===== src/design/dm_lite_pkg.sv =====
// ----------------------------------------------------------------------
// DMI, SBA bus and register types for dm_lite. Single hart and 32-bit
// system bus accesses only, so the widths follow the debug spec
// ----------------------------------------------------------------------
`default_nettype none

package dm_lite_pkg;

  // ------------------------------------------------------------------
  // DMI transport
  // ------------------------------------------------------------------
  // the request and response ops share one 2-bit encoding
  typedef enum logic [1:0] {
    dmi_nop   = 2'd0,
    dmi_read  = 2'd1,
    dmi_write = 2'd2,
    dmi_busy  = 2'd3
  } dmi_op_e;

  localparam dmi_op_e dmi_success = dmi_nop;   // response view of op 0
  localparam dmi_op_e dmi_failed  = dmi_write; // response view of op 2

  typedef struct packed {
    logic [6:0]  addr;
    logic [31:0] data;
    dmi_op_e     op;
  } dmi_req_t;

  typedef struct packed {
    logic [31:0] data;
    dmi_op_e     op;
  } dmi_resp_t;

  // ------------------------------------------------------------------
  // debug registers, bit positions as in the debug spec
  // ------------------------------------------------------------------
  typedef struct packed {
    logic        haltreq;      // 31
    logic        resumereq;    // 30
    logic [28:0] rsvd;
    logic        dmactive;     // 0
  } dmcontrol_t;

  typedef struct packed {
    logic [13:0] rsvd_hi;
    logic        allresumeack; // 17
    logic [4:0]  rsvd_mid;
    logic        allrunning;   // 11
    logic        rsvd_run;
    logic        allhalted;    // 9
    logic [4:0]  rsvd_lo;
    logic [3:0]  version;
  } dmstatus_t;

  typedef struct packed {
    logic [8:0]  rsvd_hi;
    logic        sbbusyerror;     // 22, write 1 to clear
    logic        sbbusy;          // 21
    logic        sbreadonaddr;    // 20
    logic [2:0]  sbaccess;        // 19:17
    logic        sbautoincrement; // 16
    logic        rsvd_rod;        // no read-on-data
    logic [2:0]  sberror;         // 14:12
    logic [11:0] rsvd_lo;
  } sbcs_t;

  // one DMI data word, decoded by whichever block owns the address
  typedef union packed {
    dmcontrol_t  ctrl;
    sbcs_t       sbcs;
    logic [31:0] raw;
  } dmi_word_u;

  // per-block answer to a request
  typedef struct packed {
    logic        hit;
    logic        busy;
    logic [31:0] rdata;
  } blk_result_t;

  // word request to the system bus memory
  typedef struct packed {
    logic        valid;
    logic        we;
    logic [29:0] addr;  // word address
    logic [31:0] wdata;
  } sb_req_t;

  // ------------------------------------------------------------------
  // addresses and constants
  // ------------------------------------------------------------------
  localparam logic [6:0] addr_dmcontrol  = 7'h10;
  localparam logic [6:0] addr_dmstatus   = 7'h11;
  localparam logic [6:0] addr_sbcs       = 7'h38;
  localparam logic [6:0] addr_sbaddress0 = 7'h39;
  localparam logic [6:0] addr_sbdata0    = 7'h3C;

  localparam logic [3:0] dm_version  = 4'd2;  // debug spec 0.13
  localparam logic [2:0] sbaccess_32 = 3'd2;

  localparam int unsigned sba_busy_cycles = 3;
  localparam int unsigned sba_cnt_bits    = $clog2(sba_busy_cycles + 1);

  localparam int unsigned ram_words     = 256;
  localparam int unsigned ram_addr_bits = $clog2(ram_words);

endpackage

`default_nettype wire


===== src/design/dm_control_regs.sv =====
// ----------------------------------------------------------------------
// dmcontrol/dmstatus for one modelled hart. Writing dmactive 0 resets all
// run-control state; haltreq wins over resumereq in the same write
// ----------------------------------------------------------------------
`default_nettype none

module dm_control_regs (
  input  logic                     clk,
  input  logic                     reset,
  input  dm_lite_pkg::dmi_req_t    dmi_req,
  input  logic                     dmi_req_valid,
  output dm_lite_pkg::blk_result_t result
);

  dm_lite_pkg::dmi_word_u  wdata;
  dm_lite_pkg::dmcontrol_t dmcontrol_q;
  dm_lite_pkg::dmstatus_t  dmstatus;
  logic                    halted_q;     // hart model: 1 halted, 0 running
  logic                    resumeack_q;
  logic                    sel_ctrl;
  logic                    sel_stat;
  logic                    ctrl_we;

  // ------------------------------------------------------------------
  // decode
  // ------------------------------------------------------------------
  assign wdata.raw = dmi_req.data;

  assign sel_ctrl = (dmi_req.addr == dm_lite_pkg::addr_dmcontrol);
  assign sel_stat = (dmi_req.addr == dm_lite_pkg::addr_dmstatus);

  assign result.hit  = dmi_req_valid && (sel_ctrl || sel_stat);
  assign result.busy = 1'b0; // run control answers at once

  assign ctrl_we = dmi_req_valid && sel_ctrl && !result.busy &&
                   (dmi_req.op == dm_lite_pkg::dmi_write);

  always_comb begin
    dmstatus              = '0;
    dmstatus.allresumeack = resumeack_q;
    dmstatus.allrunning   = !halted_q;
    dmstatus.allhalted    = halted_q;
    dmstatus.version      = dm_lite_pkg::dm_version;
  end

  always_comb begin
    if (sel_ctrl) begin
      result.rdata = dmcontrol_q;
    end else begin
      result.rdata = dmstatus;
    end
  end

  // ------------------------------------------------------------------
  // register and hart state
  // ------------------------------------------------------------------
  always_ff @(posedge clk) begin
    if (reset) begin
      dmcontrol_q <= '0;
      halted_q    <= 1'b0;
      resumeack_q <= 1'b0;
    end else if (ctrl_we) begin
      if (!wdata.ctrl.dmactive) begin
        dmcontrol_q <= '0;  // module goes inactive
        halted_q    <= 1'b0;
        resumeack_q <= 1'b0;
      end else begin
        // resumereq is write-only and reads back 0
        dmcontrol_q <= '{haltreq: wdata.ctrl.haltreq, dmactive: 1'b1, default: '0};
        if (wdata.ctrl.haltreq) begin
          halted_q    <= 1'b1;
          resumeack_q <= 1'b0;
        end else if (wdata.ctrl.resumereq) begin
          halted_q    <= 1'b0;
          resumeack_q <= 1'b1;
        end
      end
    end
  end

endmodule

`default_nettype wire


===== config.mk =====
export PLATFORM = sky130hd
export DESIGN_NAME = dm_control_regs
export DESIGN_NICKNAME = d
export VERILOG_FILES = /design/src/design/dm_lite_pkg.sv /design/src/design/dm_control_regs.sv
export SDC_FILE = /design/constraint.sdc
export NUM_CORES = 1
export LEC_CHECK = 0
export ABC_AREA = 1
export BUFFER_PORTS_ARGS = -buffer_cell sky130_fd_sc_hd__buf_2
export CAP_MARGIN = 25
export CORE_AREA = 4 4 47 49
export DETAILED_ROUTE_END_ITERATION = 16
export DIE_AREA = 0 0 51 53
export PLACE_DENSITY_LB_ADDON = 0.2
export SYNTH_ARGS = -nofsm -noshare
export SYNTH_HDL_FRONTEND = slang
export SYNTH_SLANG_ARGS = --single-unit

===== constraint.sdc =====
create_clock -name clk -period 1.92 [get_ports clk]
set_input_delay 0.192 -clock clk [delete_from_list [all_inputs] [get_ports clk]]
set_output_delay 0.192 -clock clk [all_outputs]
set_load 0.05 [all_outputs]

* Word-level counts from Yosys, hierarchy flattened
Cells that the tools add are included.
Word-level totals: memories 0, input port bits 44, bits in writable memories 0, latch bits 0, ROM bits 0, bits in registers 34
Operators by class: order comparisons 0, multipliers 0, reduce and logical (&&, ||, !) cells 6, $add $sub $neg 0, shift operators 0, bitwise gates (word level) 0, equality and inequality tests 4, div/mod/pow operators 0, multiplexer cells 8
Operator list (number):
- 2-to-1 mux 32 bit | 2
- == test 7 x 5 -> 1 bit (second input constant) | 2
- 2-to-1 mux 1 bit | 6
- logical AND 1 bit | 3
- inequality test 3 x 1 -> 1 bit (second input constant) | 1
- == test 2 bit (second input constant) | 1
- AND reduction 2 bit | 1
- zero test 1 bit | 1
- logical OR 1 bit | 1

* Depth between registers and ports, before layout
depth in word-level cells 4, depth in mapped cells 7, gate-level depth less buffers 7

* Worst setup path before layout
No wires, ideal clock.
path kind in2out, start input dmi_req[37] (netlist bit), end output result[33] (netlist bit), arrival 1847 ps, path buffers 0, required time 1728 ps, path slack -119 ps, cell stages on the path 3, cells stage by stage nor2_2 > inv_1 > nor4_1
RTL lines:
- from (decl) | line dm_control_regs.sv:10 | input dm_lite_pkg::dmi_req_t dmi_req,
- to (decl) | line dm_control_regs.sv:12 | output dm_lite_pkg::blk_result_t result

==> impl_metrics.csv <==
group,metric,value,unit
sta,fin_setup_tns,0,ps
routing,drc_errors,0,
sta,setup_ws,631,ps
cts,htree_levels,1,
global_route,grt.total_usage,0.0636,
global_route,grt_pass1_vias,342,
finish,fin_nets,142,
setup_path,criticalPathCategory,"input port to output port",
finish,fillers,207,
setup_path,slowest_delay,260,ps
worst_hold_path,hold_class,"input port to flop",
sta,fin_skew,0,ps
place,io_buffers,21,
sta,rsz0062_at_grt,"false",
flow_run,maxCapViolCount,0,
finish,finish.utilization,0.315,
synth,ys_types,16,
sta,setup_viol,0,
floorplan,dieArea,0.00270,mm2
sta,period_share,0.671,
setup_path,crit_chain,"buf_2 > nor2_1 > nand2_2 > nor2_8 > inv_1 > nor2_1 > buf_2",
sta,maxSlewViolCount,0,
sta,hold_viol,0,
cts,cts_buffer_depth,2,
sta,period_minus_slack,1290,ps
floorplan,placementRows,16,
setup_path,slowest_stage,"buf_2",
routing,vias_per_cell,3.31,
finish,layout-drive-gt1-share,0.354,
finish,n_antenna_cell,0,
sta,fmax,0.776,GHz
setup_path,crit_arrival,1100,ps
cts,cts-buffers-inserted,3,
setup_path,crit_required,1730,ps
pwr,finalPower,0.341,mW
cts,worst_skew_pair.late_latency,230,ps
cts,postCtsSetupRepairBufs,0,
cts,holdBufCountCts,0,
routing,drt-initial-drc-count,4,
global_route,antenna_found_initial,0,
synth,syn_inst,73,
global_route,overflow,0,
floorplan,dieWidth,51,um
synth,seq_area_frac_synth,0.153,
place,gp_congestion,0.683,
setup_path,worstPathMaxFanout,8,
synth,ys_ff_latch,4,
synth,syn_avg_cell_area,7.18,um2
routing,wl_per_cell,7.22,um
synth,netlist_area,524,um2
place,dp_hpwl,823,um
routing,ant_nets,0,
pwr,powerDensity,581,mW/mm2
pwr,leakage,0.343,nW
floorplan,coreArea,0.00186,mm2
synth,yosys_warnings,0,
sta,hold_ws,162,ps
setup_path,start_kind,"input port",
place,place_ws,625,ps
floorplan,die_y,53,um
cts,cts_tree,"yes",
cts,path_clk_slew,40,ps
outcome,status,"completed",
routing,drtPass1Iterations,3,
global_route,grt_first_pass_wirelength,1250,um
floorplan,boundaryPins,78,
routing,totalWireLength,888,um
routing,vias,407,
pwr,vdd_drop_max,0.163,mV
cts,cts_sinks,4,
floorplan,start_util,0.282,
cts,ctsResizeCount,0,
global_route,grt_max_degree,9,
setup_path,endpoint_kind,"output port",
finish,syn_to_final_growth,11.9,%
cts,clockRootBuffer,"clkbuf_4",
-- sequential cells by signal, indices dropped and copies added (netlist names) --
name,cells
dmcontrol_q,2
halted_q,1
resumeack_q,1
-- kinds of logic after synthesis --
logic type             count (synthesis)  synth area share
buffers and inverters                 40             0.480
AND/OR/NAND/NOR                       24             0.310
AO/OA/AOI/OAI                          4            0.0501
flip-flops                             4             0.153
other                                  1           0.00715
-- where the power goes --
part           switching [mW]  internal [mW]  leakage [nW]
Clock                  0.0337         0.0699        0.0138
Sequential          0.0000224         0.0836        0.0322
Combinational           0.137         0.0167         0.297
-- layout make-up --
class | count | area [um2] | share of cell area
Multi-Input combinational cell | 55 | 297 | 0.505
Tap cell | 27 | 33.8 | 0.0576
Inverter | 13 | 48.8 | 0.0832
Timing Repair Buffer | 21 | 105 | 0.179
Sequential cell | 4 | 80.1 | 0.136
Clock buffer | 3 | 22.5 | 0.0384
-- Yosys cell counts --
cell      instances  share of area
nand2_2           1          0.012
nor4_1            1          0.012
a21oi_1           3          0.029
nand3_1           1         0.0095
nand4_2           1          0.024
nand3_4           1          0.033
nand2_1           7          0.050
buf_4            27           0.39
dfxtp_1           4           0.15
conb_1            1         0.0072
nand3_2           1          0.019
inv_1            13          0.093
nor2_1            7          0.050
nor2_8            2          0.076
nor2_2            2          0.024
o21bai_2          1          0.021
-- routing by layer --
| metal | track usage | share of wire |
|---|---|---|
| met1 | 0.0638 | 0.37 |
| met2 | 0.109 | 0.50 |
| met3 | 0.0254 | 0.13 |
| met4 | 0.0404 | 0 |
| met5 | 0 | 0 |
-- path summary, 6_finish.rpt --
check | from | endpoint | slack, ps | cells after the start
worst max-delay path | dmi_req[35] | result[31] | 630 | 7
worst min-delay path | reset | halted_q | 160 | 2
worst max register to register | halted_q | halted_q | 1320 | 2
worst min register to register | dmcontrol_q[0] | dmcontrol_q[0] | 470 | 2
-- placed cells by master, fill, tap and decap left out, drive strengths merged --
master,count
inv,13
nor2,11
nor4,1
conb,27
nand4,1
nand2,8
nand3,3
clkbuf,3
dfxtp,4
o21bai,1
buf,21
a21oi,3
-- per-stage QoR --
stage / instances / instance area (um2)
after floorplan: 99 / 628
after global routing: 123 / 587
final: 123 / 587
after global placement: 120 / 564
after detailed placement: 120 / 564
after CTS: 123 / 587
-- worst max-delay path, delay by kind of cell --
family	cells	cell delay, ps
buffers and inverters	3	450
and+or+nand+nor	4	450
Note: power is estimated with default switching activity, not from simulation.
