===== config.mk =====
export PLATFORM = sky130hd
export DESIGN_NAME = dmi_response_mux
export DESIGN_NICKNAME = d
export VERILOG_FILES = /design/src/design/dm_lite_pkg.sv /design/src/design/dmi_response_mux.sv
export SDC_FILE = /design/constraint.sdc
export NUM_CORES = 1
export LEC_CHECK = 0
export ABC_AREA = 1
export BUFFER_PORTS_ARGS = -buffer_cell sky130_fd_sc_hd__buf_4
export CORE_UTILIZATION = 45
export DETAILED_ROUTE_END_ITERATION = 8
export GPL_TIMING_DRIVEN = 0
export PLACE_DENSITY_LB_ADDON = 0.1
export SYNTH_ARGS = -nofsm -noshare
export SYNTH_HDL_FRONTEND = slang
export SYNTH_SLANG_ARGS = --single-unit
export TNS_END_PERCENT = 20

===== constraint.sdc =====
create_clock -name clk -period 1.6 [get_ports clk]
set_input_delay 0.16 -clock clk [delete_from_list [all_inputs] [get_ports clk]]
set_output_delay 0.16 -clock clk [all_outputs]
set_load 0.01 [all_outputs]

===== src/design/dm_lite_pkg.sv =====
// ----------------------------------------------------------------------
// DMI, SBA bus and register types for dm_lite. Single hart and 32-bit
// system bus accesses only, so the widths follow the debug spec
// ----------------------------------------------------------------------
`default_nettype none

package dm_lite_pkg;

  // ------------------------------------------------------------------
  // DMI transport
  // ------------------------------------------------------------------
  // the request and response ops share one 2-bit encoding
  typedef enum logic [1:0] {
    dmi_nop   = 2'd0,
    dmi_read  = 2'd1,
    dmi_write = 2'd2,
    dmi_busy  = 2'd3
  } dmi_op_e;

  localparam dmi_op_e dmi_success = dmi_nop;   // response view of op 0
  localparam dmi_op_e dmi_failed  = dmi_write; // response view of op 2

  typedef struct packed {
    logic [6:0]  addr;
    logic [31:0] data;
    dmi_op_e     op;
  } dmi_req_t;

  typedef struct packed {
    logic [31:0] data;
    dmi_op_e     op;
  } dmi_resp_t;

  // ------------------------------------------------------------------
  // debug registers, bit positions as in the debug spec
  // ------------------------------------------------------------------
  typedef struct packed {
    logic        haltreq;      // 31
    logic        resumereq;    // 30
    logic [28:0] rsvd;
    logic        dmactive;     // 0
  } dmcontrol_t;

  typedef struct packed {
    logic [13:0] rsvd_hi;
    logic        allresumeack; // 17
    logic [4:0]  rsvd_mid;
    logic        allrunning;   // 11
    logic        rsvd_run;
    logic        allhalted;    // 9
    logic [4:0]  rsvd_lo;
    logic [3:0]  version;
  } dmstatus_t;

  typedef struct packed {
    logic [8:0]  rsvd_hi;
    logic        sbbusyerror;     // 22, write 1 to clear
    logic        sbbusy;          // 21
    logic        sbreadonaddr;    // 20
    logic [2:0]  sbaccess;        // 19:17
    logic        sbautoincrement; // 16
    logic        rsvd_rod;        // no read-on-data
    logic [2:0]  sberror;         // 14:12
    logic [11:0] rsvd_lo;
  } sbcs_t;

  // one DMI data word, decoded by whichever block owns the address
  typedef union packed {
    dmcontrol_t  ctrl;
    sbcs_t       sbcs;
    logic [31:0] raw;
  } dmi_word_u;

  // per-block answer to a request
  typedef struct packed {
    logic        hit;
    logic        busy;
    logic [31:0] rdata;
  } blk_result_t;

  // word request to the system bus memory
  typedef struct packed {
    logic        valid;
    logic        we;
    logic [29:0] addr;  // word address
    logic [31:0] wdata;
  } sb_req_t;

  // ------------------------------------------------------------------
  // addresses and constants
  // ------------------------------------------------------------------
  localparam logic [6:0] addr_dmcontrol  = 7'h10;
  localparam logic [6:0] addr_dmstatus   = 7'h11;
  localparam logic [6:0] addr_sbcs       = 7'h38;
  localparam logic [6:0] addr_sbaddress0 = 7'h39;
  localparam logic [6:0] addr_sbdata0    = 7'h3C;

  localparam logic [3:0] dm_version  = 4'd2;  // debug spec 0.13
  localparam logic [2:0] sbaccess_32 = 3'd2;

  localparam int unsigned sba_busy_cycles = 3;
  localparam int unsigned sba_cnt_bits    = $clog2(sba_busy_cycles + 1);

  localparam int unsigned ram_words     = 256;
  localparam int unsigned ram_addr_bits = $clog2(ram_words);

endpackage

`default_nettype wire


===== src/design/dmi_response_mux.sv =====
// ----------------------------------------------------------------------
// merges block results into one registered DMI response, one cycle late
// ----------------------------------------------------------------------
`default_nettype none

module dmi_response_mux (
  input  logic                     clk,
  input  logic                     reset,
  input  logic                     dmi_req_valid,
  input  dm_lite_pkg::blk_result_t ctrl_result,
  input  dm_lite_pkg::blk_result_t sba_result,
  output dm_lite_pkg::dmi_resp_t   dmi_resp,
  output logic                     dmi_resp_valid
);

  dm_lite_pkg::blk_result_t sel;
  dm_lite_pkg::dmi_resp_t   resp_d;

  // address ranges are disjoint, at most one block hits
  assign sel = ctrl_result.hit ? ctrl_result : sba_result;

  always_comb begin
    resp_d = '0;
    if (!ctrl_result.hit && !sba_result.hit) begin
      resp_d.op = dm_lite_pkg::dmi_failed;  // unmapped
    end else if (sel.busy) begin
      resp_d.op = dm_lite_pkg::dmi_busy;
    end else begin
      resp_d.op   = dm_lite_pkg::dmi_success;
      resp_d.data = sel.rdata;
    end
  end

  always_ff @(posedge clk) begin
    if (reset) begin
      dmi_resp_valid <= 1'b0;
    end else begin
      dmi_resp_valid <= dmi_req_valid;
    end
  end

  always_ff @(posedge clk) begin
    if (dmi_req_valid) begin
      dmi_resp <= resp_d;
    end
  end

endmodule

`default_nettype wire


* Word-level counts from Yosys, hierarchy flattened
Index checks and enable logic that the tools add are counted.
** Cells by class
- Reductions and logical operators :: 4
- Equality and inequality tests :: 0
- Div/mod/pow operators :: 0
- $lt $le $gt $ge :: 0
- Shift operators :: 0
- $add $sub $neg :: 0
- Multipliers :: 0
- Bitwise operators :: 0
- Muxes and demuxes :: 2
** Operator list (number)
- 33-bit 2-to-1 mux :: 1
- 1-bit logical NOT :: 2
- 2-bit 2-to-1 mux :: 1
- 2-bit OR reduction :: 1
- 1-bit logical AND :: 1
** Storage, ports and cells
- RAM bits :: 0
- Memory bits (read-only) :: 0
- Logic and storage cells :: 9
- Bits in latches :: 0
- Memories :: 0
- Register bits after elaboration :: 35
- Bits of input ports :: 71
- Output and inout port bits :: 35

* Longest topological paths before layout
- Word-level depth :: 3
- Depth in mapped cells :: 6
- Gate-level depth less buffers :: 4

* Worst setup path before layout
Ideal clock, no wire load.
- Path type :: input port to flip-flop
- From :: input port ctrl_result[33] in the netlist's numbering
- To :: register dmi_resp[23] in the netlist's numbering (data pin)
- Path buffers :: 2
- Arrival time :: 633 ps
- Slack :: 713 ps
- Data required time :: 1346 ps
- Stages on the path :: 6
- Library setup time :: 254 ps
- Path through :: buf_6 buf_6 nand2_1 inv_1 nor2_1 nor2_2
** Between the ends
- Cells in the longest elaborated chain, start to end :: 3
- Elaborated cells on any way between the ends :: 4
- Classes of those cells :: 1 x mux; 3 x reduce/logical
** Ends and longest elaborated chain
- from (decl) :: line dmi_response_mux.sv:10 : input dm_lite_pkg::blk_result_t ctrl_result,
- 1-bit logical NOT :: line dmi_response_mux.sv:24 : if (!ctrl_result.hit && !sba_result.hit) begin
- 1-bit logical AND :: line dmi_response_mux.sv:24
- 2-bit OR reduction (no line)
- to (signal assigned) :: line dmi_response_mux.sv:44 : dmi_resp <= resp_d;
- to (decl) :: line dmi_response_mux.sv:12 : output dm_lite_pkg::dmi_resp_t dmi_resp,
Parallel ways exist; a longest one is shown, timed or not.
A chain may end at the register's enable or synchronous reset.

* Worst setup path in the final report
- From :: register dmi_resp[19] in the netlist's numbering
- To :: output port dmi_resp[19] in the netlist's numbering
No word-level cell between the ends.

==> metrics.log <==
INFO  metric slew-limit-headroom = a little over two thirds
INFO  metric detail_route.vias_per_cell = 4.27
INFO  metric cp_data_arrival_time = 840 ps
INFO  metric setup_total_negative_slack = 0 ps
INFO  metric ir_worst_vdd = 476 µV
INFO  metric worst_path_dominant_cell_family = flip-flops
INFO  metric criticalPathCategory = reg -> out
INFO  metric routabilityCongestion = slightly below 0.8
INFO  metric timing.critical_path.cells = buf_4
INFO  metric ioPinCount = 106
INFO  metric netSwitchingPower = 554 µW
INFO  metric netSwitchingFraction = 24.7%
INFO  metric dp_hpwl = 3110 µm
INFO  metric die_area = 4530 µm²
INFO  metric cts_tree = yes
INFO  metric first_pass_grt_wire_length = 6600 µm
INFO  metric cts.sinks = 35
INFO  metric hp-class = in -> reg
INFO  metric worst_pin_slew = 450 ps
INFO  metric chipHeight = 67.3 µm
INFO  metric critical_path_required = 1440 ps
INFO  metric holdWs = ~20 ps
INFO  metric die_width = 67.3 µm
INFO  metric total_leakage_power = 0.00164 µW
INFO  metric worstSetupEndpointType = output pin
INFO  metric crit_path_start = dmi_resp[19]$_SDFFCE_PP0P_
INFO  metric portBuffers = ~110
INFO  metric initialDrtViolationCount = roughly 80
INFO  metric max_slew_violation_count = 0
INFO  metric final_cell_area = 2850 µm²
INFO  metric grt.overflow.total = 0
INFO  metric min_period_over_period = slightly above 60%
INFO  metric postCtsSetupRepairBufs = 0
INFO  metric clock_tree.htree_level_count = 2
INFO  metric syn-instance-count = 246
INFO  metric timing.final.ws_setup = 603 ps
INFO  metric rsz0062_at_grt = no
INFO  metric place_ws = 508 ps
INFO  metric worst_path_largest_cell_delay = 390 ps
INFO  metric crit_fanout = 1
INFO  metric via_count_of_the_first_global_routing_pass = 1,572
INFO  metric grt_start_max_net_pins = 36
INFO  metric setup-violations-final = 0
INFO  metric post_cts.resized_instances = 0
INFO  metric yosysWarningCount = 0
INFO  metric final_period_minus_worst_setup_slack = about 1000 ps
INFO  metric slowest_stage_cell_on_the_critical_path = edfxtp_1
INFO  metric hold_start = reset
INFO  metric max-cap-violations = 0
INFO  metric timing.critical_path.from_type = register
INFO  metric pwr-share-comb = 23.1%
INFO  metric wirelength_routed = 4110 µm
INFO  metric power.sequential.fraction = 49.9%
INFO  metric routed_via_count = 1,746
INFO  metric max_freq = 1000 MHz
INFO  metric p_per_area = 787 nW/µm²
INFO  metric mappedNetlistNets = 317
INFO  metric initial_utilization = 47.3%
INFO  metric grtUsageTotal = 20.2%
INFO  metric total_cts_buffers = 5
INFO  metric cts_buffer_depth = 2
INFO  metric syn2layout_area_growth = 48.5%
INFO  metric drc_errors = 0
INFO  metric internal_power = 1690 µW
INFO  metric ys_seq_area_share = 54.2%
INFO  metric num-fill-cells = between 300 and 400
INFO  metric clockRootBuffer = clkbuf_8
INFO  metric drt-pass1-iter-count = 4
INFO  metric hold_buffers = 0
INFO  metric ys_ff_latch = 35
INFO  metric finalCoreUtilization = 70.2%
INFO  metric status = completed
INFO  metric final_hold_violation_count = 0
INFO  metric core = between 4000 and 5000 µm²
INFO  metric synthesis.area_per_instance = 7.80 µm²
INFO  metric floorplan_row_count = 23
INFO  metric nNetsFinal = 429
INFO  metric antenna_cells_inserted = 0
INFO  metric power.clock.fraction = approximately 27%
INFO  metric placement.cell_area = 2770 µm²
INFO  metric drt.antenna.violating_nets = 0
INFO  metric clk_transition_reported_paths = 60 ps
INFO  metric count_of_different_cell_masters_after_synthesis = 11
INFO  metric drive_gt1_share = 34.5%
INFO  metric synth_cell_area = 1920 µm²
INFO  metric detailed_route_wire_length_per_cell = 10.0 µm
INFO  metric critical_path_buf_inv_count = 1
INFO  metric antenna_found_initial = 0
[placed cells by master (no fill, tap or decap), types with 2 or more instances in the layout]
| cell | count |
|---|---|
| buf_6 | 7 |
| clkbuf_8 | 5 |
| nor2_2 | 2 |
| nand2_1 | 35 |
| buf_4 | 108 |
| nor2_1 | 95 |
| inv_1 | 66 |
| clkbuf_1 | 3 |
| edfxtp_1 | 34 |
[registers in the layout, summed over array words and instances (netlist names)]
signal and cells:
dmi_resp_valid 1, dmi_resp 34
[synth_stat cells, drive strengths merged]
library cell	instances	share of area (%)
a21boi	1	0.39
edfxtp	34	53
inv	67	13
dfxtp	1	1.0
nand3	1	0.91
nor2	97	19
buf	10	5.3
nand2	35	6.8
[layout make-up]
class                      count  area (µm²)  share of cell area (%)
sequential                    35        1040                    36.5
timing repair buffer         105         788                    27.7
multi-input combinational    134         526                    18.4
inverter                      67         251                    8.82
buffer                        10         101                    3.56
clock buffer                   8        80.1                    2.81
tap                           50        62.6                    2.19
[metal layers]
layer / global-route usage [%] / up-vias / wire length (µm)
met1: 20.5 / 748 / 1560
met3: 6.59 / 8 / 386
met4: 9.57 / 0 / 64
li1: - / 921 / -
met5: 0 / - / 0
met2: 36.8 / 69 / 2100
[logic make-up after synthesis]
kind of cell,after synthesis,synth area share [%]
flip-flops,35,54.2
AO/OA/AOI/OAI,1,0.391
AND/OR/NAND/NOR,133,27.0
buffers and inverters,77,18.4
[power groups by stage]
stage	clock, µW	combinational, µW	sequential [µW]
2_1_floorplan	0	181	1180
3_3_place_gp	0	517	1140
3_5_place_dp	0	526	1140
4_1_cts	617	527	1120
5_1_grt	656	579	1130
6_report	606	518	1120
[worst paths after layout]
kind                               endpoint  slack [ps]  cells past startpoint
setup / recovery               dmi_resp[19]         600                      1
hold / removal    dmi_resp_valid$_SDFF_PP0_          20                      2
[through the flow]
stage / power [µW] / instances
5_1_grt: 2360 / 409
2_1_floorplan: 1370 / 246
3_5_place_dp: 1670 / 401
6_report: 2240 / 409
3_3_place_gp: 1650 / 401
4_1_cts: 2260 / 409
No activity file was read; power rests on OpenSTA's default activity.
