`src/design/dm_lite_pkg.sv`:
```
// ----------------------------------------------------------------------
// DMI, SBA bus and register types for dm_lite. Single hart and 32-bit
// system bus accesses only, so the widths follow the debug spec
// ----------------------------------------------------------------------
`default_nettype none

package dm_lite_pkg;

  // ------------------------------------------------------------------
  // DMI transport
  // ------------------------------------------------------------------
  // the request and response ops share one 2-bit encoding
  typedef enum logic [1:0] {
    dmi_nop   = 2'd0,
    dmi_read  = 2'd1,
    dmi_write = 2'd2,
    dmi_busy  = 2'd3
  } dmi_op_e;

  localparam dmi_op_e dmi_success = dmi_nop;   // response view of op 0
  localparam dmi_op_e dmi_failed  = dmi_write; // response view of op 2

  typedef struct packed {
    logic [6:0]  addr;
    logic [31:0] data;
    dmi_op_e     op;
  } dmi_req_t;

  typedef struct packed {
    logic [31:0] data;
    dmi_op_e     op;
  } dmi_resp_t;

  // ------------------------------------------------------------------
  // debug registers, bit positions as in the debug spec
  // ------------------------------------------------------------------
  typedef struct packed {
    logic        haltreq;      // 31
    logic        resumereq;    // 30
    logic [28:0] rsvd;
    logic        dmactive;     // 0
  } dmcontrol_t;

  typedef struct packed {
    logic [13:0] rsvd_hi;
    logic        allresumeack; // 17
    logic [4:0]  rsvd_mid;
    logic        allrunning;   // 11
    logic        rsvd_run;
    logic        allhalted;    // 9
    logic [4:0]  rsvd_lo;
    logic [3:0]  version;
  } dmstatus_t;

  typedef struct packed {
    logic [8:0]  rsvd_hi;
    logic        sbbusyerror;     // 22, write 1 to clear
    logic        sbbusy;          // 21
    logic        sbreadonaddr;    // 20
    logic [2:0]  sbaccess;        // 19:17
    logic        sbautoincrement; // 16
    logic        rsvd_rod;        // no read-on-data
    logic [2:0]  sberror;         // 14:12
    logic [11:0] rsvd_lo;
  } sbcs_t;

  // one DMI data word, decoded by whichever block owns the address
  typedef union packed {
    dmcontrol_t  ctrl;
    sbcs_t       sbcs;
    logic [31:0] raw;
  } dmi_word_u;

  // per-block answer to a request
  typedef struct packed {
    logic        hit;
    logic        busy;
    logic [31:0] rdata;
  } blk_result_t;

  // word request to the system bus memory
  typedef struct packed {
    logic        valid;
    logic        we;
    logic [29:0] addr;  // word address
    logic [31:0] wdata;
  } sb_req_t;

  // ------------------------------------------------------------------
  // addresses and constants
  // ------------------------------------------------------------------
  localparam logic [6:0] addr_dmcontrol  = 7'h10;
  localparam logic [6:0] addr_dmstatus   = 7'h11;
  localparam logic [6:0] addr_sbcs       = 7'h38;
  localparam logic [6:0] addr_sbaddress0 = 7'h39;
  localparam logic [6:0] addr_sbdata0    = 7'h3C;

  localparam logic [3:0] dm_version  = 4'd2;  // debug spec 0.13
  localparam logic [2:0] sbaccess_32 = 3'd2;

  localparam int unsigned sba_busy_cycles = 3;
  localparam int unsigned sba_cnt_bits    = $clog2(sba_busy_cycles + 1);

  localparam int unsigned ram_words     = 256;
  localparam int unsigned ram_addr_bits = $clog2(ram_words);

endpackage

`default_nettype wire

```
`src/design/sba_engine.sv`:
```
// ----------------------------------------------------------------------
// SBA engine, 32-bit accesses only. No read-on-data; sbaddress0/sbdata0
// touched while sbbusy answers busy and sets sbbusyerror
// ----------------------------------------------------------------------
`default_nettype none

module sba_engine (
  input  logic                     clk,
  input  logic                     reset,
  input  dm_lite_pkg::dmi_req_t    dmi_req,
  input  logic                     dmi_req_valid,
  output dm_lite_pkg::blk_result_t result,
  output dm_lite_pkg::sb_req_t     sb_req,
  input  logic [31:0]              sb_rdata
);

  dm_lite_pkg::dmi_word_u wdata;
  dm_lite_pkg::sbcs_t     sbcs;

  logic [dm_lite_pkg::sba_cnt_bits-1:0] cnt_q;  // cycles left in access
  logic        sbbusyerror_q;
  logic        sbreadonaddr_q;
  logic        sbautoincrement_q;
  logic [31:0] sbaddress0_q;
  logic [31:0] sbdata0_q;
  logic        acc_we_q;      // current access is a write

  logic sel_sbcs;
  logic sel_addr;
  logic sel_data;
  logic sbbusy;
  logic wr_ok;
  logic start_rd;
  logic start_wr;
  logic capture;
  logic complete;

  // ------------------------------------------------------------------
  // decode and response
  // ------------------------------------------------------------------
  assign wdata.raw = dmi_req.data;

  assign sel_sbcs = (dmi_req.addr == dm_lite_pkg::addr_sbcs);
  assign sel_addr = (dmi_req.addr == dm_lite_pkg::addr_sbaddress0);
  assign sel_data = (dmi_req.addr == dm_lite_pkg::addr_sbdata0);

  assign sbbusy = (cnt_q != '0);

  assign result.hit  = dmi_req_valid && (sel_sbcs || sel_addr || sel_data);
  assign result.busy = (sel_addr || sel_data) && sbbusy; // sbcs stays pollable

  assign wr_ok    = dmi_req_valid && !result.busy && (dmi_req.op == dm_lite_pkg::dmi_write);
  assign start_wr = wr_ok && sel_data;
  assign start_rd = wr_ok && sel_addr && sbreadonaddr_q;

  // read data arrives one cycle after the bus request
  assign capture  = !acc_we_q &&
                    (cnt_q == dm_lite_pkg::sba_cnt_bits'(dm_lite_pkg::sba_busy_cycles - 1));
  assign complete = (cnt_q == dm_lite_pkg::sba_cnt_bits'(1));

  always_comb begin
    sbcs                 = '0;
    sbcs.sbbusyerror     = sbbusyerror_q;
    sbcs.sbbusy          = sbbusy;
    sbcs.sbreadonaddr    = sbreadonaddr_q;
    sbcs.sbaccess        = dm_lite_pkg::sbaccess_32;  // fixed
    sbcs.sbautoincrement = sbautoincrement_q;
    sbcs.sberror         = 3'd0;  // word memory never faults
  end

  always_comb begin
    if (sel_sbcs) begin
      result.rdata = sbcs;
    end else if (sel_addr) begin
      result.rdata = sbaddress0_q;
    end else begin
      result.rdata = sbdata0_q;
    end
  end

  // ------------------------------------------------------------------
  // bus request, issued in the first busy cycle
  // ------------------------------------------------------------------
  assign sb_req.valid = (cnt_q == dm_lite_pkg::sba_cnt_bits'(dm_lite_pkg::sba_busy_cycles));
  assign sb_req.we    = acc_we_q;
  assign sb_req.addr  = sbaddress0_q[31:2];
  assign sb_req.wdata = sbdata0_q;

  // ------------------------------------------------------------------
  // control state
  // ------------------------------------------------------------------
  always_ff @(posedge clk) begin
    if (reset) begin
      cnt_q             <= '0;
      sbbusyerror_q     <= 1'b0;
      sbreadonaddr_q    <= 1'b0;
      sbautoincrement_q <= 1'b0;
      sbaddress0_q      <= '0;
    end else begin
      if (start_rd || start_wr) begin
        cnt_q <= dm_lite_pkg::sba_cnt_bits'(dm_lite_pkg::sba_busy_cycles);
      end else if (sbbusy) begin
        cnt_q <= cnt_q - 1'b1;
      end

      if (dmi_req_valid && result.busy) begin
        sbbusyerror_q <= 1'b1;  // sticky
      end else if (wr_ok && sel_sbcs && wdata.sbcs.sbbusyerror) begin
        sbbusyerror_q <= 1'b0;
      end

      if (wr_ok && sel_sbcs) begin
        sbreadonaddr_q    <= wdata.sbcs.sbreadonaddr;
        sbautoincrement_q <= wdata.sbcs.sbautoincrement;
      end

      if (wr_ok && sel_addr) begin
        sbaddress0_q <= wdata.raw;
      end else if (complete && sbautoincrement_q) begin
        sbaddress0_q <= sbaddress0_q + 32'd4;
      end
    end
  end

  // data path
  always_ff @(posedge clk) begin
    if (start_rd || start_wr) begin
      acc_we_q <= start_wr;
    end
    if (start_wr) begin
      sbdata0_q <= wdata.raw;
    end else if (capture) begin
      sbdata0_q <= sb_rdata;
    end
  end

endmodule

`default_nettype wire

```
`config.mk`:
```
export PLATFORM = sky130hd
export DESIGN_NAME = sba_engine
export DESIGN_NICKNAME = d
export VERILOG_FILES = /design/src/design/dm_lite_pkg.sv /design/src/design/sba_engine.sv
export SDC_FILE = /design/constraint.sdc
export NUM_CORES = 1
export LEC_CHECK = 0
export BUFFER_PORTS_ARGS = -buffer_cell sky130_fd_sc_hd__buf_2
export CORE_MARGIN = 8
export CORE_UTILIZATION = 40
export DETAILED_ROUTE_END_ITERATION = 8
export PLACE_DENSITY = 0.69
export SETUP_SLACK_MARGIN = 0.5
export SYNTH_ARGS = -nofsm -noshare
export SYNTH_HDL_FRONTEND = slang
export SYNTH_SLANG_ARGS = --single-unit
```
`constraint.sdc`:
```
create_clock -name clk -period 4.45 [get_ports clk]
set_input_delay 0.89 -clock clk [delete_from_list [all_inputs] [get_ports clk]]
set_output_delay 0.89 -clock clk [all_outputs]
set_load 0.02 [all_outputs]
```
Word-level counts from Yosys, hierarchy flattened
Cells that the tools add are included. W data, S select, Z words.

Multiplexer cells: 10. Reduce and logical (&&, ||, !) cells: 23. $add $sub $neg: 2. Eq/ne operators: 7.

Operators with widths (count): $mux W32 (6); $add A32 B3 Y32 const B (1); $eq A7 B6 Y1 const B (3); $logic_and A1 B1 Y1 (12); $reduce_bool A2 Y1 (5); $eq A2 B2 Y1 const B (3); $logic_or A1 B1 Y1 (4); $mux W2 (2); $eq A2 B1 Y1 const B (1); $logic_not A1 Y1 (2); $mux W1 (2); $sub A2 B1 Y2 const B (1).

Input bits: 76. Bits in registers: 70. Logic and storage cells: 49. Output and inout port bits: 98.

Depth between registers and ports, before layout
Gate-level depths: netlist (run 1).

Depth in word-level cells: 10. Depth in mapped cells: 8. Mapped depth without buffers: 7.

Worst setup path after synthesis (run 1)
Ideal clock, no wire load.

Path kind: input port to flip-flop. Start point: in dmi_req[35] (netlist name). End point: reg sbdata0_q[0] (enable). Required time: 3984 ps. Cell stages on the path: 5. Path slack: 977 ps. Library setup time: 466 ps. Path buffers: 1. Arrival: 3007 ps. Path through: nand4b_1 nor2_1 nand4_1 clkbuf_1 o21ai_0.

Word-level cells in the longest chain between the ends: 8. Elaborated cells between the ends (all ways): 9. Classes of those cells: 2 x eq/ne; 7 x reduce/logical.

RTL lines: from (decl) (line sba_engine.sv:10) `input dm_lite_pkg::dmi_req_t dmi_req,`; $eq A7 B6 Y1, on equally long branches (line sba_engine.sv:44, sba_engine.sv:45); $logic_or A1 B1 Y1 (line sba_engine.sv:50) `assign result.busy = (sel_addr || sel_data) && sbbusy;`; $logic_and A1 B1 Y1 (line sba_engine.sv:50); $logic_not A1 Y1 (line sba_engine.sv:52) `assign wr_ok = dmi_req_valid && !result.busy && (dmi_req.op == dm_lite_pkg::dmi_write);`; $logic_and A1 B1 Y1 (2 in a row) (line sba_engine.sv:52); $logic_and A1 B1 Y1 * (line sba_engine.sv:53) `assign start_wr = wr_ok && sel_data;`; $reduce_bool A2 Y1 (no line) *; to (signal assigned) (line sba_engine.sv:131) `sbdata0_q <= wdata.raw;`; to (signal assigned) (line sba_engine.sv:133) `sbdata0_q <= sb_rdata;`; to (decl) (line sba_engine.sv:25) `logic [31:0] sbdata0_q;`.

Every way passes the cells marked *; elsewhere a longest branch is shown, timed or not. A chain may end at the register's enable or synchronous reset.

==> summary.txt, run 1 <==
Route
  • WL/cell: around 17 um
  • Routed wire length: 12800 um
  • Via/cell ratio: about 5.2
  • DRT Pass-1 Iters: 4
  • First DRT Iteration DRCs: 149
  • # DRC: 0
  • Antenna Violating Nets Remaining: 0
  • Vias: around 3.8k

Die
  • Row count: 37
  • Total die area: 13900 um2
  • Initial Utilization: just over 40%
  • CORE AREA: between 10000 and 15000 um2
  • I/O pin total: 174
  • Die Y-Extent: around 120 um
  • Die width: 118 um

Timing
  • Final hold violation count: 0
  • Fmax: between 200 and 300 MHz
  • Tightest Pin Transition: around 1.1 ns
  • Final worst-path cycle share: between 80% and 90%
  • Final setup viols: 0
  • Setup_tns: 0 ns
  • Min Tclk post-route: roughly 3.7 ns
  • RSZ-0062 raised after global routing: no
  • Worst Skew: 0.0126 ns
  • Final Max Slew Viols: 0
  • Slew headroom: between 20% and 30%

Setup path
  • Worst-path cell chain: buf_2, nor2b_1, nor3b_4, buf_4, mux2i_1, o21ai_0, buf_2
  • Setup Crit Path Kind: primary input to output port
  • CP max-delay cell: nor3b_4
  • Crit Path Max Fanout: 12
  • Cell mode on critical path: buf_2
  • CP bufs+invs: 3
  • CP startpoint kind: primary input
  • Crit end category: output port
  • Delay-heaviest family, CP: simple AND/OR/NAND/NOR gates
  • WP data arrival: 2.82 ns
  • WP data required: 3.56 ns
  • Slowest stage delay, CP: about 0.61 ns

Placement
  • GP Congestion: ~0.9
  • Detailed placement HPWL: approximately 9800 um
  • Port Buffers: between 150 and 200
  • Post-place instance area: around 5000 um2

Clock tree
  • CTS tree: done
  • # clock sinks: 70
  • CTS Hold Bufs: 0
  • Post_cts resized: 0
  • Worst skew pair latency: 0.34 ns
  • Clk slew on worst S/H paths: roughly 0.070 ns
  • CTS max path bufs: 2
  • CTS root buffer: clkbuf_8
  • Post-CTS Setup Bufs: 0
  • Inserted Clock Buffers: 9
  • CTS HTree Levels: 3

Synth
  • Synth async-reset ratio: 0%
  • Largest cells by area after synthesis: edfxtp_1 (24%), dfxtp_1 (18%), mux2_2 (8.7%), nand2_1 (6.8%), buf_4 (5.6%)
  • Synth Area in XOR/XNOR: 6.12%
  • Synth cell types: 38
  • Flops & latches, synth: 70
  • Mux share of post-synthesis cell area: a little over a tenth
  • EDFF count, synth: 33
  • Syn Std Cell Area: ~4100 um2
  • Yosys Warn Count: 0
  • Synthesized netlist cell count: 454
  • Post-Synth Adder-Cell Area: around 1.5%
  • Top_reg_cell synth: dfxtp_1
  • Top-area cell type share of the netlist area: approximately a quarter
  • Post-synthesis net count: between 500 and 600
  • Register area share after synthesis: roughly two fifths
  • Largest family of logic cells by synthesized area: simple AND/OR/NAND/NOR gates
  • Syn_area_per_cell: 9.14 um2
  • Simple-Gate Fraction of Synth Area: between 20% and 30%
  • Cell accounting for the most synthesized area: edfxtp_1
  • Post-synthesis compound-gate area fraction: 10.5%

Finish
  • # diodes: 0
  • Proportion of layout cells with a drive suffix above 1: 40.0%
  • Fillers: approximately 1k
  • Fin nets: between 600 and 700
  • FF+latch area: about 1700 um2
  • Multi-input logic area: about 2100 um2
  • Commonest cells after routing, fill and taps aside: buf_2 (173), nand2_1 (75), nor2_1 (42), dfxtp_1 (37), edfxtp_1 (33)
  • Design area: roughly 5200 um2
  • Area grow syn2layout: 24.8%
  • Most common cell after layout, fill and taps aside: buf_2

Power and ir drop
  • Worst VDD drop: about 0.00017 V
  • Tot Pwr: between 1500 and 2000 uW
  • Pwr Density: 355 nW/um2
  • Static Leak: roughly 0.0023 uW

Run
  • Maximum Capacitance Violations: 0

Global routing
  • First-pass GRT wire length: 20600 um
  • GRT Total Usage: between 15 and 20%
  • Remaining Overflow, GRT: 0
  • Number of global-route vias before repair: between 4k and 5k
  • Largest net degree at the start of global routing: 38
  • Initial antenna violation count: 1

Status
  • Outcome: completed

Hold path
  • Worst Hold Class: register to register
## where the power goes
part	internal [uW]	switching [uW]	leakage, uW
clock network	335	249	0.000113
logic	173	301	0.00155
registers	742	38.9	0.000593
## per-layer routing
layer  wire length (um)  track usage (%)
met1               5010             19.9
met2               6360             31.2
met3               1270             7.39
met4                146             5.20
met5                  8                0
## flip-flops by register name, indices dropped and copies added, names as in the netlist
signal             flops
acc_we_q               1
cnt_q                  2
sbautoincrement_q      1
sbdata0_q             32
sbaddress0_q          32
sbbusyerror_q          1
sbreadonaddr_q         1
## final timing paths
check,startpoint,end,slack [ns],cells past startpoint
worst max-delay path,dmi_req[34],result[16],0.74,7
worst min-delay path,sbbusyerror_q$_SDFFE_PP0P_,sbbusyerror_q$_SDFFE_PP0P_,0.50,2
worst max register to register,cnt_q[1]$_SDFFE_PP0P_,sbaddress0_q[30]$_SDFFE_PP0P_,2.10,7
worst min register to register,sbbusyerror_q$_SDFFE_PP0P_,sbbusyerror_q$_SDFFE_PP0P_,0.50,2
## logic make-up (layout without fill, tap and decap cells)
| group | Yosys count | after routing |
|---|---|---|
| buffers and inverters | 63 | 204 |
| AOI/OAI and AO/OA | 71 | 71 |
| DFF | 70 | 70 |
| xor gates and xnor gates | 29 | 29 |
| muxes | 40 | 40 |
| and+or+nand+nor | 176 | 176 |
| adders and majority gates | 5 | 5 |
## worst min-delay path: stages, from the launching register on
cell	delay (ns)
dfxtp_1	0.31
o21ai_0	0.07
a21oi_1	0.07
## cell usage after synthesis (7+ instances only)
cell type,n
a211oi_1,30
a21oi_1,32
inv_1,8
xnor2_1,8
mux2i_1,8
xor2_1,21
dfxtp_1,37
buf_4,31
mux2_2,32
o21ai_0,7
clkbuf_1,21
nand2_1,75
edfxtp_1,33
nand4_1,13
nand3_1,11
nor2_1,42
## area by class of cell
class / count / share of cell area (%)
flip-flops and latches: 70 / 33.4
multi-input cells: 321 / 40.2
well taps: 136 / 3.29
clock inverters: 6 / 1.81
clock buffers: 10 / 2.66
repair buffers: 180 / 18.0
inverters: 8 / 0.580
## metrics by stage
| step | std cells | worst slack [ns] | utilization (%) | hold slack [ns] |
|---|---|---|---|---|
| finish | 731 | 0.740 | 50.8 | 0.503 |
| global route | 731 | 0.600 | 50.8 | 0.538 |
| CTS | 731 | 0.733 | 50.8 | 0.502 |
| global placement | 715 | 0.788 | 48.6 | 0.466 |
| floorplan | 454 | 0.977 | - | 0.454 |
| detailed placement | 715 | 0.772 | 48.6 | 0.492 |
Note: power is estimated with default switching activity, not from simulation.
==> run 2, diff against run 1 <==
==> constraint.sdc (replaced) <==
create_clock -name clk -period 3.58 [get_ports clk]
set_input_delay 0.716 -clock clk [delete_from_list [all_inputs] [get_ports clk]]
set_output_delay 0.716 -clock clk [all_outputs]
set_load 0.02 [all_outputs]
==> summary.txt, run 2 (same netlist as run 1, synthesis figures left out) <==
Timing
  • Final hold violation count: 0 (unchanged)
  • Worst Skew: 0.00928 ns (-0.00330 ns)
  • Final worst-path cycle share: 84.0%
  • RSZ-0062 raised after global routing: no
  • Setup WS post-layout: 0.573 ns (-0.167 ns)
  • Setup_tns: 0 ns (unchanged)
  • Fmax: about 330 MHz
  • Tightest Pin Transition: 1.16 ns (+0.0633 ns)
  • Min Tclk post-route: around 3 ns
  • Final setup viols: 0 (unchanged)
  • Final Max Slew Viols: 0 (unchanged)
  • Slew headroom: 22.1% (-4.2 points)

Placement
  • Worst slack, placed: 0.482 ns (-0.290 ns)
  • Post-place instance area: 4960 um2 (+0.20%)
  • Detailed placement HPWL: 9740 um (-0.31%)
  • GP Congestion: 0.923 (+1.7%)
  • Port Buffers: 173 (unchanged)

Die
  • Row count: 37 (unchanged)
  • I/O pin total: 174 (unchanged)
  • Die Y-Extent: 118 um (unchanged)
  • Initial Utilization: 40.7% (unchanged)
  • CORE AREA: 10200 um2 (unchanged)
  • Die width: 118 um (unchanged)
  • Total die area: 13900 um2 (unchanged)

Finish
  • Fillers: 1003 (unchanged)
  • Fin nets: 674 (+0.45%)
  • Most common cell after layout, fill and taps aside: buf_2
  • Top Registers: sbaddress0_q (32), sbdata0_q (32), cnt_q (2)
  • Proportion of layout cells with a drive suffix above 1: 40.3% (+0.30 points)
  • Area grow syn2layout: 24.4%
  • # diodes: 0 (unchanged)
  • Commonest cells after routing, fill and taps aside: buf_2 (173), nand2_1 (74), nor2_1 (41), dfxtp_1 (37), edfxtp_1 (33)
  • Design area: 5160 um2 (-0.34%)

Route
  • Antenna Violating Nets Remaining: 0 (unchanged)
  • Routed wire length: 12800 um (-0.16%)
  • DRT Pass-1 Iters: 4 (unchanged)
  • Via/cell ratio: 5.12 (-1.5%)
  • Vias: 3761 (-1.1%)
  • First DRT Iteration DRCs: 185 (+24%)
  • WL/cell: 17.4 um (-0.57%)
  • # DRC: 0 (unchanged)

Clock tree
  • Clk slew on worst S/H paths: 0.08 ns (about the same)
  • CTS tree: done
  • # clock sinks: 70 (unchanged)
  • Worst skew pair latency: 0.34 ns (about the same)
  • CTS HTree Levels: 3 (unchanged)
  • Inserted Clock Buffers: 9 (unchanged)
  • CTS max path bufs: 2 (unchanged)
  • CTS Hold Bufs: 0 (unchanged)
  • CTS root buffer: clkbuf_8

Global routing
  • Initial antenna violation count: 1 (unchanged)
  • Largest net degree at the start of global routing: 38 (unchanged)
  • First-pass GRT wire length: 20400 um (-1.0%)
  • Number of global-route vias before repair: 3972 (-2.7%)
  • Remaining Overflow, GRT: 0 (unchanged)
  • GRT Total Usage: 18.0% (-0.091 points)

Setup path
  • CP startpoint kind: primary input
  • Worst reg-to-reg setup slack: 1.23 ns (-0.87 ns)
  • WP data arrival: 2.29 ns (-0.53 ns)
  • Setup Crit Path Kind: primary input to output port
  • Crit Path Max Fanout: 23 (+11)
  • Worst R2R Start: cnt_q[1]$_SDFFE_PP0P_
  • Crit path launch: dmi_req[35]
  • CP Capture Point: result[22]
  • R2R Path End: sbaddress0_q[18]$_SDFFE_PP0P_
  • WP data required: 2.86 ns (-0.70 ns)
  • Crit end category: output port
  • Reg2Reg Depth: 7 (unchanged)

Power and ir drop
  • Worst VDD drop: 0.000226 V (+33%)
  • Static Leak: 0.00225 uW (-0.45%)
  • Tot Pwr: 2180 uW (+19%)
  • Pwr Density: 423 nW/um2 (+19%)

Run
  • Maximum Capacitance Violations: 0 (unchanged)

Status
  • Outcome: completed

Hold path
  • Worst Hold Class: register to register
==> run 2: cell count changes in the layout (fill, tap and decap cells not counted), sizes merged <==
cell,previous run,this run
buf,180,183
bufinv,2,1
clkbuf,10,12
clkinv,2,1
clkinvlp,1,2
inv,9,8
==> run 2: per-stage QoR <==
stage / hold WS (ns) / instances / util, %
finish: 0.493 / 734 / 50.7
floorplan: 0.454 / 454 / -
detailed placement: 0.482 / 718 / 48.7
CTS: 0.496 / 734 / 50.5
global route: 0.547 / 734 / 50.7
global placement: 0.466 / 718 / 48.7
==> run 2: what timing repair did <==
action | 4_1_cts | 5_1_grt
pin swaps | 0 | 0
resized for setup | 2 | 4
buffers inserted | 0 | 0
setup endpoints to repair | 20 | 20
==> run 2: how the worst min path moves through the flow <==
stage                                     startpoint                          to  cells after the start
after floorplan           sbbusyerror_q$_SDFFE_PP0P_  sbbusyerror_q$_SDFFE_PP0P_                      2
after global placement    sbbusyerror_q$_SDFFE_PP0P_  sbbusyerror_q$_SDFFE_PP0P_                      2
after detailed placement  sbbusyerror_q$_SDFFE_PP0P_  sbbusyerror_q$_SDFFE_PP0P_                      2
after CTS                 sbbusyerror_q$_SDFFE_PP0P_  sbbusyerror_q$_SDFFE_PP0P_                      2
after global routing      sbbusyerror_q$_SDFFE_PP0P_  sbbusyerror_q$_SDFFE_PP0P_                      2
final                     sbbusyerror_q$_SDFFE_PP0P_  sbbusyerror_q$_SDFFE_PP0P_                      2
==> run 2: worst max-delay path: stages <==
cell	delay, ns
buf_2	0.10
nand4b_1	0.28
or2_2	0.39
nor3_4	0.16
buf_8	0.21
nand2_1	0.07
o21ai_0	0.12
buf_2	0.23
==> run 2: per-layer routing <==
layer  global-route usage [%]  vias up  share of wire [%]
li1                         -     1847                  -
met2                     30.9      135                 49
met1                     20.2     1766                 41
met5                        0        -              0.063
met4                     4.80        2               0.74
met3                     7.05       11                9.0
==> run 2: final cells by class <==
class                      instances  area, um2  area share [%]
clock buffer                      12        135            2.62
inverter                           8       30.0           0.582
clock inverter                     4       50.0           0.970
sequential                        70       1730            33.6
timing repair buffer             183        952            18.5
multi-input combinational        321       2090            40.5
tap                              136        170            3.30
==> run 2: where the power goes <==
group	switching [uW]	leakage [uW]	internal [uW]
sequential	46.9	0.000593	922
clock	306	0.0000866	322
combinational	369	0.00157	215
total	722	0.00225	1460
==> run 3, diff against run 2 <==
==> constraint.sdc (replaced) <==
create_clock -name clk -period 2.8 [get_ports clk]
set_input_delay 0.56 -clock clk [delete_from_list [all_inputs] [get_ports clk]]
set_output_delay 0.56 -clock clk [all_outputs]
set_load 0.02 [all_outputs]
==> summary.txt, run 3 (same netlist as run 1, synthesis figures left out) <==
Die
  • Die Y-Extent: 118 um (unchanged)
  • Total die area: 13900 um2 (unchanged)
  • Row count: 37 (unchanged)
  • Initial Utilization: 40.7% (unchanged)
  • Die width: 118 um (unchanged)
  • I/O pin total: 174 (unchanged)
  • CORE AREA: 10200 um2 (unchanged)

Power and ir drop
  • Static Leak: 0.00264 uW (+18%)
  • Pwr Density: 505 nW/um2 (+19%)
  • Worst VDD drop: 0.000233 V (+3.0%)

Clock tree
  • Worst skew pair latency: 0.35 ns (about the same)
  • CTS Hold Bufs: 0 (unchanged)
  • # clock sinks: 70 (unchanged)
  • CTS root buffer: clkbuf_8
  • Clk slew on worst S/H paths: 0.07 ns (about the same)
  • CTS tree: done
  • CTS HTree Levels: 3 (unchanged)
  • Inserted Clock Buffers: 9 (unchanged)
  • CTS max path bufs: 2 (unchanged)

Route
  • Routed wire length: 13900 um (+8.9%)
  • Via/cell ratio: 5.06 (-1.3%)
  • # DRC: 0 (unchanged)
  • DRT Pass-1 Iters: 5 (+1)
  • WL/cell: 18.4 um (+6.0%)
  • Antenna Violating Nets Remaining: 0 (unchanged)
  • Vias: 3813 (+1.4%)
  • First DRT Iteration DRCs: 193 (+4.3%)

Finish
  • Top Registers: sbaddress0_q (32), sbdata0_q (32), cnt_q (2)
  • Commonest cells after routing, fill and taps aside: buf_2 (140), nand2_1 (61), nor2_1 (41), dfxtp_1 (37), buf_4 (37)
  • # diodes: 0 (unchanged)
  • Proportion of layout cells with a drive suffix above 1: 49.2% (+8.9 points)
  • Area grow syn2layout: 40.6%
  • Fin nets: 694 (+3.0%)
  • Most common cell after layout, fill and taps aside: buf_2
  • Non-filler cells, final: 754 (+2.7%)

Timing
  • Setup_tns: 0 ns (unchanged)
  • Final setup viols: 0 (unchanged)
  • Slew headroom: 50.0% (+28 points)
  • Final hold violation count: 0 (unchanged)
  • RSZ-0062 raised after global routing: yes
  • Worst Skew: 0.00839 ns (-0.000886 ns)
  • Final Max Slew Viols: 0 (unchanged)
  • Fmax: approximately 400 MHz
  • Final worst-path cycle share: about nine tenths
  • Min Tclk post-route: around 2.6 ns
  • Tightest Pin Transition: 0.751 ns (-0.413 ns)

Setup path
  • WP data required: 2.24 ns (-0.62 ns)
  • CP startpoint kind: primary input
  • WP data arrival: 2.00 ns (-0.29 ns)
  • Crit end category: output port
  • Crit Path Max Fanout: 8 (-65%)
  • Setup Crit Path Kind: primary input to output port

Status
  • Outcome: completed

Placement
  • # placed instances: 721 (+0.42%)
  • Port Buffers: 173 (unchanged)
  • GP Congestion: 0.782 (-15%)
  • Detailed placement HPWL: 9500 um (-2.5%)

Global routing
  • Remaining Overflow, GRT: 0 (unchanged)
  • GRT Total Usage: 19.1% (+1.1 points)
  • First-pass GRT wire length: 21400 um (+4.9%)
  • Initial antenna violation count: 0 (-1)
  • Number of global-route vias before repair: 3962 (-0.25%)
  • Largest net degree at the start of global routing: 38 (unchanged)

Run
  • Maximum Capacitance Violations: 0 (unchanged)

Hold path
  • Worst Hold Class: primary input to register
-- run 3: area by class of cell --
class / count / area [um2]
repair buffers: 203 / 1410
well taps: 136 / 170
clock inverters: 5 / 48.8
inverters: 8 / 30.0
clock buffers: 11 / 141
fillers: 907 / 4350
flip-flops and latches: 70 / 1730
multi-input cells: 321 / 2300
-- run 3: metrics by stage --
| stage | util (%) | total power [uW] | area, um2 | setup slack (ns) | hold slack [ns] |
|---|---|---|---|---|---|
| finish | 57.3 | 2940 | 5830 | 0.237 | 0.476 |
| global route | 57.3 | 3060 | 5830 | 0.177 | 0.468 |
| CTS | 54.6 | 2900 | 5560 | 0.302 | 0.461 |
| detailed placement | 50.1 | 2050 | 5100 | 0.148 | 0.489 |
| global placement | 50.1 | 2030 | 5100 | 0.211 | 0.468 |
| floorplan | - | 1750 | 4260 | 0.434 | 0.454 |
-- run 3: worst max-delay path, stage by stage --
cell and delay (ns):
buf_6 0.09, nand4b_1 0.20, buf_4 0.18, nor3b_4 0.25, buf_12 0.18, buf_12 0.15, nand2_1 0.08, a21oi_2 0.15
buf_4 0.16
-- run 3: where the power goes --
part,internal [uW],switching (uW)
combinational,375,510
sequential,1180,60.0
clock,429,392
-- run 3: timing repair --
| item | 4_1_cts | 5_1_grt |
|---|---|---|
| gates resized for setup | 31 | 59 |
| gates cloned | 4 | 0 |
| setup buffers | 8 | 5 |
| setup endpoints to repair | 33 | 38 |
| pin swaps | 2 | 11 |
-- run 3: path summary, 6_finish.rpt --
kind	endpoint	from	cells past startpoint	slack, ns
worst min-delay path	sbautoincrement_q$_SDFFE_PP0P_	dmi_req[18]	3	0.48
worst max register to register	sbaddress0_q[31]$_SDFFE_PP0P_	cnt_q[0]$_SDFFE_PP0P_	6	0.63
worst min register to register	sbbusyerror_q$_SDFFE_PP0P_	sbbusyerror_q$_SDFFE_PP0P_	2	0.51
worst max-delay path	result[1]	dmi_req[35]	9	0.24
-- run 3: layer usage --
metal	wire length, um	track usage, %
met3	677	4.75
met4	190	6.89
met1	6280	23.3
met2	6750	31.8
met5	0	0
